$ cat src/source/decodePkg.sv
package decodePkg;

	// ##################################################
	// Micro-commands

	// The header reference steps through the store, load, three-register
	// and two-operand groups by offset, so their order here matters
	typedef enum logic [7:0] {
		INVOP,
		MOVB_RM, MOVW_RM, MOVL_RM, MOVQ_RM,
		MOVB_MR, MOVW_MR, MOVL_MR, MOVQ_MR,
		MOVUB_MR, MOVUW_MR, MOVUL_MR,
		MOV_RR, MOV_IR,
		ADD, SUB, ADC, SBB,
		TST, TSTQ,
		AND, OR, XOR,
		MULS, MULU,
		CMPEQ, CMPQEQ, CMPHI, CMPQHI, CMPGT, CMPQGT,
		ADD3, SUB3, MUL3, AND3, OR3, XOR3,
		ADD2, SUB2, AND2, OR2, XOR2,
		LDISH16, LDISH32
	} uCmdE;

	// ##################################################
	// Decoder-internal classification

	// Operand form of a decoded row
	typedef enum logic [2:0] {
		FMID_INV, FMID_REGREG, FMID_REGSTREG, FMID_REGSTDRREG,
		FMID_LDREGREG, FMID_LDDRREGREG, FMID_IMM8REG
	} formIdE;

	// Immediate kind: signed, unsigned or ones-filled, by byte, word or long
	typedef enum logic [3:0] {
		ITY_NONE, ITY_SB, ITY_SW, ITY_SL, ITY_UB, ITY_UW, ITY_UL, ITY_NB, ITY_NW, ITY_NL
	} immTypeE;

	// Sizes sit at their uIxt codes, so the low two opcode bits map straight in
	typedef enum logic [2:0] {
		BTY_SB = 3'd0,
		BTY_SW = 3'd1,
		BTY_SL = 3'd2,
		BTY_SQ = 3'd3,
		BTY_UB = 3'd4,
		BTY_UW = 3'd5,
		BTY_NONE = 3'd7
	} accessSizeE;

	typedef enum logic [2:0] {
		IXT_REG, IXT_RDI, IXT_RRI, IXT_RDL
	} indexModeE;

	// ##################################################
	// Constants

	localparam logic [6:0] REG_ZZR = 7'h7F;
	localparam logic [6:0] REG_IMM = 7'h7E;

	// Byte address of the first instruction slot
	localparam logic [31:0] RESET_PC = 32'h0000_0400;

	// ##################################################
	// Structs

	// uIxt is {pad, index mode, load flag, access size}
	typedef struct packed {
		uCmdE        uCmd;
		logic [6:0]  regN;
		logic [6:0]  regM;
		logic [6:0]  regO;
		logic [31:0] imm;
		logic [7:0]  uIxt;
	} decodedOpT;

	typedef struct packed {
		logic        cyc;
		logic        stb;
		logic [29:0] adr;
	} wbReqT;

	typedef struct packed {
		logic        ack;
		logic [31:0] dat;
	} wbRspT;

endpackage

$ cat src/source/instrFetch.sv
`timescale 1ns/1ps

module instrFetch (
	input  logic             clock,
	input  logic             rstN,
	output decodePkg::wbReqT wbReq,
	input  decodePkg::wbRspT wbRsp,
	output logic [47:0]      instrWord,
	output logic             instrValid,
	input  logic             instrReady
);
	import decodePkg::*;

	typedef enum logic [1:0] {
		IDLE,
		READ_LOW,
		READ_HIGH,
		HOLD
	} fetchStateE;

	fetchStateE  state;
	logic        busActive;
	logic        ackSeen;
	logic [28:0] slotPc;
	logic [31:0] lowWord;

	// Each slot is 8 bytes; the second word of a slot holds bits 47:32
	assign wbReq.cyc = busActive;
	assign wbReq.stb = busActive;
	assign wbReq.adr = {slotPc, state == READ_HIGH};

	assign ackSeen = busActive && wbRsp.ack;
	assign instrValid = (state == HOLD);

	always_ff @(posedge clock or negedge rstN) begin
		if (!rstN) begin
			state <= IDLE;
			busActive <= 1'b0;
			slotPc <= RESET_PC[31:3];
		end else begin
			case (state)
				IDLE: begin
					state <= READ_LOW;
					busActive <= 1'b1;
				end
				READ_LOW: begin
					if (ackSeen) begin
						state <= READ_HIGH;
						busActive <= 1'b0;
					end
				end
				READ_HIGH: begin
					// The bus stays idle for one cycle between the two reads
					if (!busActive) begin
						busActive <= 1'b1;
					end else if (ackSeen) begin
						state <= HOLD;
						busActive <= 1'b0;
					end
				end
				HOLD: begin
					if (instrReady) begin
						state <= READ_LOW;
						busActive <= 1'b1;
						slotPc <= slotPc + 29'd1;
					end
				end
			endcase
		end
	end

	always_ff @(posedge clock) begin
		if (state == READ_LOW && ackSeen)
			lowWord <= wbRsp.dat;
		if (state == READ_HIGH && ackSeen)
			instrWord <= {wbRsp.dat[15:0], lowWord};
	end

endmodule

$ cat src/source/opDecoder.sv
`timescale 1ns/1ps

module opDecoder (
	input  logic                 clock,
	input  logic                 rstN,
	input  logic [47:0]          instrWord,
	input  logic                 instrValid,
	output logic                 instrReady,
	output decodePkg::decodedOpT op,
	output logic                 opValid,
	input  logic                 opReady
);
	import decodePkg::*;

	decodedOpT  decOp;
	uCmdE       uCmd;
	formIdE     form;
	immTypeE    ity;
	accessSizeE bty;
	logic       exQ;
	logic       memRow;
	logic [3:0] memSel;
	logic       isLoad;
	logic [6:0] regNDfl;
	logic [6:0] regMDfl;
	logic [6:0] regODfl;

	// Bits 6:4 extend the N, M and O register fields to 5 bits
	assign exQ = instrWord[7];
	assign regNDfl = {2'b00, instrWord[6], instrWord[23:20]};
	assign regMDfl = {2'b00, instrWord[5], instrWord[19:16]};
	assign regODfl = {2'b00, instrWord[4], instrWord[3:0]};

	// ##################################################
	// Opcode selection

	always_comb begin
		uCmd = INVOP;
		form = FMID_INV;
		ity = ITY_NONE;
		bty = BTY_NONE;
		memRow = 1'b0;
		memSel = 4'h0;

		case (instrWord[11:8])
			4'h0: begin
				casez (instrWord[31:24])
					8'h0?: begin
						// Rows 00 to 0F carry a displacement or an index register
						memRow = 1'b1;
						memSel = instrWord[27:24];
						ity = ITY_UB;
					end
					8'h10, 8'h11, 8'h12, 8'h15, 8'h16, 8'h17: begin
						form = FMID_REGREG;
						case (instrWord[26:24])
							3'h0: uCmd = ADD3;
							3'h1: uCmd = SUB3;
							3'h2: uCmd = MUL3;
							3'h5: uCmd = AND3;
							3'h6: uCmd = OR3;
							default: uCmd = XOR3;
						endcase
					end
					8'h18: begin
						memRow = 1'b1;
						memSel = instrWord[3:0];
					end
					8'h19: begin
						form = FMID_REGREG;
						case (instrWord[3:0])
							4'h0: uCmd = ADD;
							4'h1: uCmd = SUB;
							4'h2: uCmd = ADC;
							4'h3: uCmd = SBB;
							4'h4: uCmd = exQ ? TSTQ : TST;
							4'h5: uCmd = AND;
							4'h6: uCmd = OR;
							4'h7: uCmd = XOR;
							4'h9: uCmd = MULS;
							4'hC: uCmd = exQ ? CMPQEQ : CMPEQ;
							4'hD: uCmd = exQ ? CMPQHI : CMPHI;
							4'hE: uCmd = exQ ? CMPQGT : CMPGT;
							4'hF: uCmd = MULU;
							default: uCmd = MOV_RR;
						endcase
					end
					8'h1D: begin
						case (instrWord[3:0])
							4'h8: uCmd = ADD2;
							4'h9: uCmd = SUB2;
							4'hA: uCmd = AND2;
							4'hB: uCmd = OR2;
							4'hC: uCmd = XOR2;
							default: uCmd = INVOP;
						endcase
						if (uCmd != INVOP)
							form = FMID_REGREG;
					end
					default: begin
					end
				endcase
			end
			4'h8: begin
				form = FMID_IMM8REG;
				case (instrWord[7:5])
					3'b000: begin
						uCmd = MOV_IR;
						ity = ITY_UW;
					end
					3'b001: begin
						uCmd = MOV_IR;
						ity = ITY_NW;
					end
					3'b010: begin
						uCmd = ADD;
						ity = ITY_SW;
					end
					3'b011: begin
						uCmd = LDISH16;
						ity = ITY_UW;
					end
					default: form = FMID_INV;
				endcase
			end
			4'hC, 4'hD: begin
				form = FMID_IMM8REG;
				case (instrWord[7:4])
					4'hC: begin
						uCmd = ADD;
						ity = ITY_SL;
					end
					4'hD: begin
						uCmd = LDISH32;
						ity = ITY_UL;
					end
					4'hE: begin
						uCmd = MOV_IR;
						ity = ITY_SL;
					end
					default: form = FMID_INV;
				endcase
			end
			default: begin
			end
		endcase

		// Memory rows share one layout with the form in bits 3:2 and the size in bits 1:0
		if (memRow) begin
			bty = accessSizeE'({1'b0, memSel[1:0]});
			case (memSel[3:2])
				2'b00: form = FMID_REGSTREG;
				2'b01: form = FMID_REGSTDRREG;
				2'b10: form = FMID_LDREGREG;
				default: form = FMID_LDDRREGREG;
			endcase
			case ({memSel[3], memSel[1:0]})
				3'b000: uCmd = MOVB_RM;
				3'b001: uCmd = MOVW_RM;
				3'b010: uCmd = MOVL_RM;
				3'b011: uCmd = MOVQ_RM;
				3'b100: uCmd = exQ ? MOVUB_MR : MOVB_MR;
				3'b101: uCmd = exQ ? MOVUW_MR : MOVW_MR;
				3'b110: uCmd = exQ ? MOVUL_MR : MOVL_MR;
				default: uCmd = MOVQ_MR;
			endcase
		end
	end

	// ##################################################
	// Operand assembly

	always_comb begin
		isLoad = (form == FMID_LDREGREG) || (form == FMID_LDDRREGREG);
		decOp.uCmd = uCmd;
		decOp.regN = REG_ZZR;
		decOp.regM = REG_ZZR;
		decOp.regO = REG_ZZR;
		decOp.imm = 32'h0;
		decOp.uIxt = 8'h00;

		case (form)
			FMID_REGREG: begin
				decOp.regN = regNDfl;
				decOp.regM = regMDfl;
				decOp.regO = regODfl;
			end
			FMID_REGSTREG, FMID_LDREGREG: begin
				decOp.regN = regNDfl;
				decOp.regM = regMDfl;
				if (ity == ITY_UB) begin
					decOp.imm = {27'h0, instrWord[4:0]};
					decOp.uIxt = {1'b0, IXT_RDI, isLoad, bty};
				end else begin
					decOp.uIxt = {1'b0, IXT_REG, isLoad, bty};
				end
			end
			FMID_REGSTDRREG, FMID_LDDRREGREG: begin
				decOp.regN = regNDfl;
				decOp.regM = regMDfl;
				if (ity == ITY_UB) begin
					decOp.regO = regODfl;
					decOp.uIxt = {1'b0, IXT_RRI, isLoad, bty};
				end else begin
					decOp.uIxt = {1'b0, IXT_RDL, isLoad, bty};
				end
			end
			FMID_IMM8REG: begin
				decOp.regN = regODfl;
				decOp.regM = REG_IMM;
				case (ity)
					ITY_SW: decOp.imm = {{16{instrWord[31]}}, instrWord[31:16]};
					ITY_UW: decOp.imm = {16'h0000, instrWord[31:16]};
					ITY_NW: decOp.imm = {16'hFFFF, instrWord[31:16]};
					ITY_SL, ITY_UL: decOp.imm = instrWord[47:16];
					default: decOp.imm = 32'h0;
				endcase
			end
			default: begin
			end
		endcase
	end

	// ##################################################
	// Output register

	// A full register still accepts a word in the cycle it is drained
	assign instrReady = !opValid || opReady;

	always_ff @(posedge clock or negedge rstN) begin
		if (!rstN)
			opValid <= 1'b0;
		else if (instrValid && instrReady)
			opValid <= 1'b1;
		else if (opReady)
			opValid <= 1'b0;
	end

	always_ff @(posedge clock) begin
		if (instrValid && instrReady)
			op <= decOp;
	end

endmodule

$ cat src/source/decodeFrontEnd.sv
`timescale 1ns/1ps

module decodeFrontEnd (
	input  logic                 clock,
	input  logic                 rstN,
	output decodePkg::wbReqT     wbReq,
	input  decodePkg::wbRspT     wbRsp,
	output decodePkg::decodedOpT op,
	output logic                 opValid,
	input  logic                 opReady
);
	logic [47:0] instrWord;
	logic        instrValid;
	logic        instrReady;

	// Two bus reads per slot assemble one 48-bit word
	instrFetch fetch (
		.clock      (clock),
		.rstN       (rstN),
		.wbReq      (wbReq),
		.wbRsp      (wbRsp),
		.instrWord  (instrWord),
		.instrValid (instrValid),
		.instrReady (instrReady)
	);

	opDecoder decoder (
		.clock      (clock),
		.rstN       (rstN),
		.instrWord  (instrWord),
		.instrValid (instrValid),
		.instrReady (instrReady),
		.op         (op),
		.opValid    (opValid),
		.opReady    (opReady)
	);

endmodule

$ cat config.mk
export PLATFORM = sky130hd
export DESIGN_NAME = decodeFrontEnd
export DESIGN_NICKNAME = d
export VERILOG_FILES = /design/src/source/decodePkg.sv /design/src/source/instrFetch.sv /design/src/source/opDecoder.sv /design/src/source/decodeFrontEnd.sv
export SDC_FILE = /design/constraint.sdc
export NUM_CORES = 1
export LEC_CHECK = 0
export BUFFER_PORTS_ARGS = -buffer_cell sky130_fd_sc_hd__buf_2
export CAP_MARGIN = 5
export CORE_MARGIN = 1
export CORE_UTILIZATION = 50
export DETAILED_ROUTE_END_ITERATION = 7
export GPL_TIMING_DRIVEN = 0
export HOLD_SLACK_MARGIN = 0.02
export MAX_ROUTING_LAYER = met4
export PLACE_DENSITY = 0.72
export SYNTH_ARGS = -nofsm -noshare
export SYNTH_HDL_FRONTEND = slang
export SYNTH_HIERARCHICAL = 1
export SYNTH_SLANG_ARGS = --single-unit
$ cat constraint.sdc
create_clock -name clock -period 2.4 [get_ports clock]
set_input_delay 0.12 -clock clock [delete_from_list [all_inputs] [get_ports clock]]
set_output_delay 0.12 -clock clock [all_outputs]
set_load 0.005 [all_outputs]
==> PnR_summary.wiki, run 1 <==
{| class="wikitable"
! Metric !! Value
|-
| Final-layout fill cell count || 998
|-
| Peak ir drop on the vdd network || 0.7852 mV
|-
| Period utilisation layout || 94.22%
|-
| Vert. Die Dim || 120.3 um
|-
| Number of global-route vias before repair || 4657
|-
| Post-DRT Antenna Nets || 0
|-
| Startpoint of the worst hold path || opReady
|-
| Critical path's most frequent cell || clkbuf_1
|-
| Number of top-level pins || 138
|-
| Critical path depth in cells || 6
|-
| Global placer's final weighted congestion || 0.9036
|-
| Leakage || 3.614 nW
|-
| Leading cell type in the layout, fill and taps excluded || buf_2
|-
| Placement Cell Area || 0.007935 mm2
|-
| Max Clock Skew || 0.01226 ns
|-
| Area taken by multi-input logic gates || 0.001967 mm2
|-
| GR Util All Layers || 22.23%
|-
| Number of vias after detailed routing || 4653
|-
| Latest clock arrival within the worst-skew pair || 0.42 ns
|-
| Slew @ Worst Pin || 0.7333 ns
|-
| Number of diodes || 0
|-
| Clock Tree Root || clkbuf_16
|-
| Input/output buffers || 133
|-
| Total buffers and inverters traversed by the critical path || 2
|-
| HPWL after DPL || 9793 um
|-
| Flop-to-flop setup slack || 0.14 ns
|-
| YS warnings || 6
|-
| RSZ-0062 raised after global routing || no
|-
| Area Growth Syn to Fin || 27.33%
|-
| Sequential group share of total power || 50.4%
|-
| Total net switching power || 2.161 mW
|-
| Ratio of routed vias to standard cells || 5.336
|-
| Clock-pin slew reported for the worst setup and hold paths after clock tree synthesis || 0.06 ns
|-
| Overall routed net length || 14790 um
|-
| DIE WIDTH || 120.3 um
|-
| Power per cell area || 917.6 mW/mm2
|-
| Critical path type || flop to flop
|-
| Share of total power in the clock network || 31.7%
|-
| Layout cell share with drive strength beyond 1 || 29.74%
|-
| Detailed-router iteration count before antenna repair || 5
|-
| Number of antenna violations at the first check in global routing || 0
|-
| Reg2reg start || fetch/instrWord[3]
|-
| Final Hold Fails || 0
|-
| Detailed-route DRC error count || 0
|-
| Number of cell instances on the worst register-to-register path || 6
|-
| Area taken by flip-flops and latches || 0.004851 mm2
|-
| Cell family contributing the most delay on the critical path || buffers and inverters
|-
| Switching part of the total || 26.46%
|-
| Ordered cell list for the critical path || clkbuf_1 > clkbuf_1 > nand2_1 > nor3_1 > nor2_1 > o32ai_1
|-
| First-pass GRT wire length || 23580 um
|-
| Initial cell density of the core || 51.97%
|-
| Commonest cells after routing, fill and taps aside || buf_2, edfxtp_1, dlygate4sd3_1, dfrtp_1, nor2_1
|-
| Inserted Clock Buffers || 17
|-
| Routed length per instance || 16.96 um
|-
| Final net count || 724
|-
| Number of max-slew violations in the final report || 0
|-
| Minimum hold slack || 0.09233 ns
|-
| Overall power consumption || 8.169 mW
|-
| Largest net degree at the start of global routing || 42
|-
| Placement Rows || 42
|-
| Result of the run || finished, final reports clean
|-
| Worst hold endpoint || decoder/opValid
|-
| Hold/Removal Path Class || input port to flop
|-
| TritonCTS clock tree || done
|-
| R2r endpoint || decoder/op[66]
|-
| Average cell area after synthesis || 14.33 um2
|-
| Internal Power || 6.007 mW
|-
| H-tree levels || 4
|-
| Share of power burned in combinational logic || 17.8%
|-
| Overflow after GRT || 0
|-
| Critical Path Sink Type || flop
|-
| Post-route minimum period || 2.261 ns
|-
| Max cap viols || 0
|-
| Placeable core area || 0.01345 mm2
|-
| Number of buffers between clock root and the deepest sink || 2
|-
| Worst max-slew margin expressed relative to the limit || 51.11%
|-
| Worst-path fanout max || 10
|-
| Synthesized cell area || 0.006992 mm2
|-
| Critical path data arrival time || 2.46 ns
|-
| Delay contributed by the slowest stage of the critical path || 0.48 ns
|-
| Startpoint Class || flop
|-
| Worst hold path stage count || 3
|-
| # clock sinks || 167
|-
| Design Area, Final || 0.008902 mm2
|-
| Achievable frequency || 442.2 MHz
|-
| Worst EP required || 2.60 ns
|-
| Syn Inst Count || 488
|-
| Critical path's slowest cell || clkbuf_1
|-
| DRC violation total after the first TritonRoute iteration || 247
|-
| Total setup violations reported at the end of the flow || 0
|-
| Die area || 0.01446 mm2
|}
[registers in the layout (all words and copies together) (netlist names)]
register	cells
fetch/slotPc	29
fetch/busActive	1
decoder/opValid	1
fetch/lowWord	28
decoder/op	62
fetch/state	2
fetch/instrWord	44
[per-stage QoR]
stage               util (%)  instances  TNS, ns  setup slack, ns
floorplan                  -        492        0           0.1977
global placement       58.68        801   -13.31          -0.2840
detailed placement     58.98        803   -1.577          -0.1684
CTS                    66.04        872        0          0.04247
global route           66.17        872        0          0.01274
finish                 66.17        872        0           0.1387
[repair_timing]
action | 4_1_cts | 5_1_grt
hold buffers | 34 | 0
endpoints found under the hold margin | 77 | 0
resized for setup | 1 | 3
pin swaps | 3 | 1
setup buffers | 3 | 0
endpoints found under the setup margin | 14 | 28
[how the worst max path moves through the flow]
stage | start | end
2_1_floorplan | fetch/state[0] | fetch/instrWord[0]
6_report | fetch/instrWord[3] | decoder/op[66]
3_3_place_gp | fetch/state[0] | fetch/instrWord[21]
3_5_place_dp | fetch/instrWord[31] | decoder/op[62]
4_1_cts | fetch/instrWord[7] | decoder/op[20]
5_1_grt | fetch/instrWord[3] | decoder/op[66]
[metal layers]
metal / routed length, um / vias to the layer above / part of all wire (%) / track usage [%]
li1: - / 2220 / - / -
met1: 6047 / 2259 / 41 / 25.92
met2: 7666 / 158 / 52 / 37.90
met3: 913 / 16 / 6.2 / 4.953
met4: 161 / 0 / 1.1 / 8.102
met5: 0 / - / 0 / -
[worst reg2reg max path, cell delays in order (launching register included)]
cell	delay, ns
edfxtp_1	0.32
clkbuf_1	0.34
clkbuf_1	0.48
nand2_1	0.14
nor3_1	0.34
nor2_1	0.09
o32ai_1	0.33
[layout make-up]
type                            instances  share of cell area, %
Tap cell                              176                  2.474
Inverter                               13                 0.5481
Timing Repair Buffer                  172                  12.00
Buffer                                 32                  1.869
Clock inverter                          9                 0.6746
Sequential cell                       167                  54.49
Multi-Input combinational cell        280                  22.09
Clock buffer                           23                  5.847
[power by group through the flow]
stage	clock network, mW	logic, mW	registers (mW)
floorplan	0	0.687	4.19
global placement	0	1.32	4.17
detailed placement	0	1.41	4.17
CTS	2.64	1.46	4.12
global route	2.75	1.62	4.18
finish	2.59	1.46	4.12
No activity file was read; power rests on OpenSTA's default activity.
==> run 2, diff against run 1 <==
--- a/config.mk
+++ b/config.mk
@@ -10,7 +10,6 @@
 export CORE_MARGIN = 1
 export CORE_UTILIZATION = 50
 export DETAILED_ROUTE_END_ITERATION = 7
-export GPL_TIMING_DRIVEN = 0
 export HOLD_SLACK_MARGIN = 0.02
 export MAX_ROUTING_LAYER = met4
 export PLACE_DENSITY = 0.72
==> run 2 against run 1 <==
First-iteration DRC count fell by 6.9%. Utilization fell by 0.29 points. Cell area fell by 0.44%. Sequential cell count did not move. Critical endpoint is now decoder/op[63]. Largest cell class unchanged.
==> PnR_summary.wiki, run 2 (synthesized netlist as in run 1, its figures left out) <==
{| class="wikitable"
! Metric !! Value
|-
| Peak ir drop on the vdd network || 0.7115 mV (-9.4%)
|-
| Max Clock Skew || 0.009645 ns (-0.002619 ns)
|-
| Top reg by flops || decoder/op
|-
| DIE WIDTH || 120.3 um (unchanged)
|-
| Worst hold endpoint || decoder/opValid
|-
| RSZ-0062 raised after global routing || no
|-
| Achievable frequency || 448.8 MHz (+1.5%)
|-
| Number of global-route vias before repair || 4475 (-3.9%)
|-
| Total buffers and inverters traversed by the critical path || 2 (unchanged)
|-
| Clock Tree Root || clkbuf_16
|-
| Placeable core area || 0.01345 mm2 (unchanged)
|-
| # clock sinks || 167 (unchanged)
|-
| Final net count || 708 (-2.2%)
|-
| Startpoint Class || flop
|-
| Overall power consumption || 8.281 mW (+1.4%)
|-
| Flop-to-flop setup slack || 0.17 ns (+0.03 ns)
|-
| Inserted Clock Buffers || 17 (unchanged)
|-
| Start point of the critical path || fetch/instrWord[26]
|-
| H-tree levels || 4 (unchanged)
|-
| Overflow after GRT || 0 (unchanged)
|-
| Leading registers by flop count || decoder/op: 62 flops, fetch/instrWord: 44 flops, fetch/slotPc: 29 flops
|-
| Post-Route Setup TNS || 0 ns (unchanged)
|-
| First-pass GRT wire length || 22940 um (-2.7%)
|-
| Slew @ Worst Pin || 1.164 ns (+0.4304 ns)
|-
| Detailed-router iteration count before antenna repair || 4 (-1)
|-
| Layout cell share with drive strength beyond 1 || 29.85% (+0.11 points)
|-
| Number of max-slew violations in the final report || 0 (unchanged)
|-
| Ordered cell list for the critical path || buf_4 > nor4b_2 > buf_4 > nand4_1 > a22oi_1 > mux2i_1 > o211ai_1
|-
| Critical path depth in cells || 7 (+1)
|-
| Critical path data arrival time || 2.36 ns (-0.10 ns)
|-
| HPWL after DPL || 9983 um (+1.9%)
|-
| Startpoint of the worst hold path || opReady
|-
| Clock-pin slew reported for the worst setup and hold paths after clock tree synthesis || 0.06 ns (about the same)
|-
| Critical Path Sink Type || flop
|-
| Hold/Removal Path Class || input port to flop
|-
| Input/output buffers || 133 (unchanged)
|-
| Leading cell type in the layout, fill and taps excluded || edfxtp_1
|-
| Power per cell area || 934.3 mW/mm2 (+1.8%)
|-
| Post-route minimum period || 2.228 ns (-0.03296 ns)
|-
| Number of top-level pins || 138 (unchanged)
|-
| Post-CTS setup buffer count || 0 (-3)
|-
| Final Hold Fails || 0 (unchanged)
|-
| Latest clock arrival within the worst-skew pair || 0.42 ns (about the same)
|-
| Final-layout fill cell count || 1046 (+4.8%)
|-
| Worst EP required || 2.54 ns (-0.06 ns)
|-
| DRC violation total after the first TritonRoute iteration || 230 (-6.9%)
|-
| Initial cell density of the core || 51.97% (unchanged)
|-
| Critical path's most frequent cell || buf_4
|-
| Placement Rows || 42 (unchanged)
|-
| Cell family contributing the most delay on the critical path || simple AND/OR/NAND/NOR gates
|-
| Worst max-slew margin expressed relative to the limit || 22.13% (-29 points)
|-
| Detailed-route DRC error count || 0 (unchanged)
|-
| Die area || 0.01446 mm2 (unchanged)
|-
| Max cap viols || 0 (unchanged)
|-
| Post-DRT Antenna Nets || 0 (unchanged)
|-
| Result of the run || finished, final reports clean
|-
| Number of cell instances on the worst register-to-register path || 7 (+1)
|-
| Critical path type || flop to flop
|-
| Number of diodes || 0 (unchanged)
|-
| Area Growth Syn to Fin || 26.77%
|-
| Ratio of routed vias to standard cells || 5.367 (+0.58%)
|-
| Global placer's final weighted congestion || 0.9159 (+1.4%)
|-
| Total setup violations reported at the end of the flow || 0 (unchanged)
|-
| Worst-path fanout max || 8 (-2)
|-
| TritonCTS clock tree || done
|-
| Vert. Die Dim || 120.3 um (unchanged)
|-
| Delay contributed by the slowest stage of the critical path || 0.44 ns (-0.04 ns)
|-
| R2r endpoint || decoder/op[63]
|-
| Critical path's slowest cell || edfxtp_1
|-
| Leakage || 3.586 nW (-0.77%)
|-
| Routed length per instance || 17.09 um (+0.76%)
|-
| Overall routed net length || 14630 um (-1.1%)
|-
| GR Util All Layers || 21.93% (-0.30 points)
|-
| Number of antenna violations at the first check in global routing || 0 (unchanged)
|-
| Number of flip-flops under the largest register name || 62 (unchanged)
|-
| Worst hold path stage count || 3 (unchanged)
|-
| Commonest cells after routing, fill and taps aside || edfxtp_1, buf_2, dlygate4sd3_1, dfrtp_1, nor2_1
|-
| Number of vias after detailed routing || 4594 (-1.3%)
|-
| Period utilisation layout || 92.85% (-1.4 points)
|-
| Number of buffers between clock root and the deepest sink || 2 (unchanged)
|-
| Largest net degree at the start of global routing || 63 (+50%)
|-
| Reg2reg start || fetch/instrWord[26]
|}
[run 2: metal layers]
metal	track usage, %	vias up	share of wire (%)
li1	-	2192	-
met1	25.51	2247	41
met2	36.60	130	52
met3	6.368	25	5.6
met4	7.407	0	1.6
met5	-	-	0
[run 2: metrics by stage]
step	area, um2	instances	utilization [%]	setup slack [ns]	hold WS (ns)
2_1_floorplan	7008	492	-	0.1977	-0.1756
3_3_place_gp	7911	790	58.81	0.2139	0.2156
3_5_place_dp	7911	790	58.81	0.1804	0.2150
4_1_cts	8864	856	65.89	0.1537	0.09184
5_1_grt	8864	856	65.89	0.04082	0.1360
6_report	8864	856	65.89	0.1717	0.1036
[run 2: what timing repair did]
| item | in CTS | in global routing |
|---|---|---|
| setup endpoints to repair | 0 | 0 |
| hold buffers | 34 | 0 |
| endpoints found under the hold margin | 77 | 0 |
| resized for setup | 0 | 0 |
[run 2: worst max-delay path by stage]
| stage | slack [ns] | end |
|---|---|---|
| floorplan | 0.20 | fetch/instrWord[0] |
| global placement | 0.21 | decoder/op[64] |
| detailed placement | 0.18 | decoder/op[63] |
| CTS | 0.15 | decoder/op[63] |
| global route | 0.04 | decoder/op[63] |
| finish | 0.17 | decoder/op[63] |
[run 2: area by class of cell]
type / count / area (um2) / area share (%)
clock buffer: 22 / 496.7 / 5.604
timing repair buffer: 188 / 1189 / 13.41
clock inverter: 10 / 115.1 / 1.299
tap: 176 / 220.2 / 2.484
sequential: 167 / 4851 / 54.73
inverter: 13 / 48.80 / 0.5505
multi-input combinational: 280 / 1943 / 21.92
[run 2: tightest hold or removal path: stages]
cell and delay [ns]:
buf_2 0.07, nand2b_1 0.21, nand2b_1 0.08
[run 2: power breakdown]
part | internal (mW) | switching [mW] | leakage [nW]
sequential | 3.87 | 0.265 | 1.62
combinational | 0.595 | 0.814 | 1.67
clock | 1.68 | 1.05 | 0.293
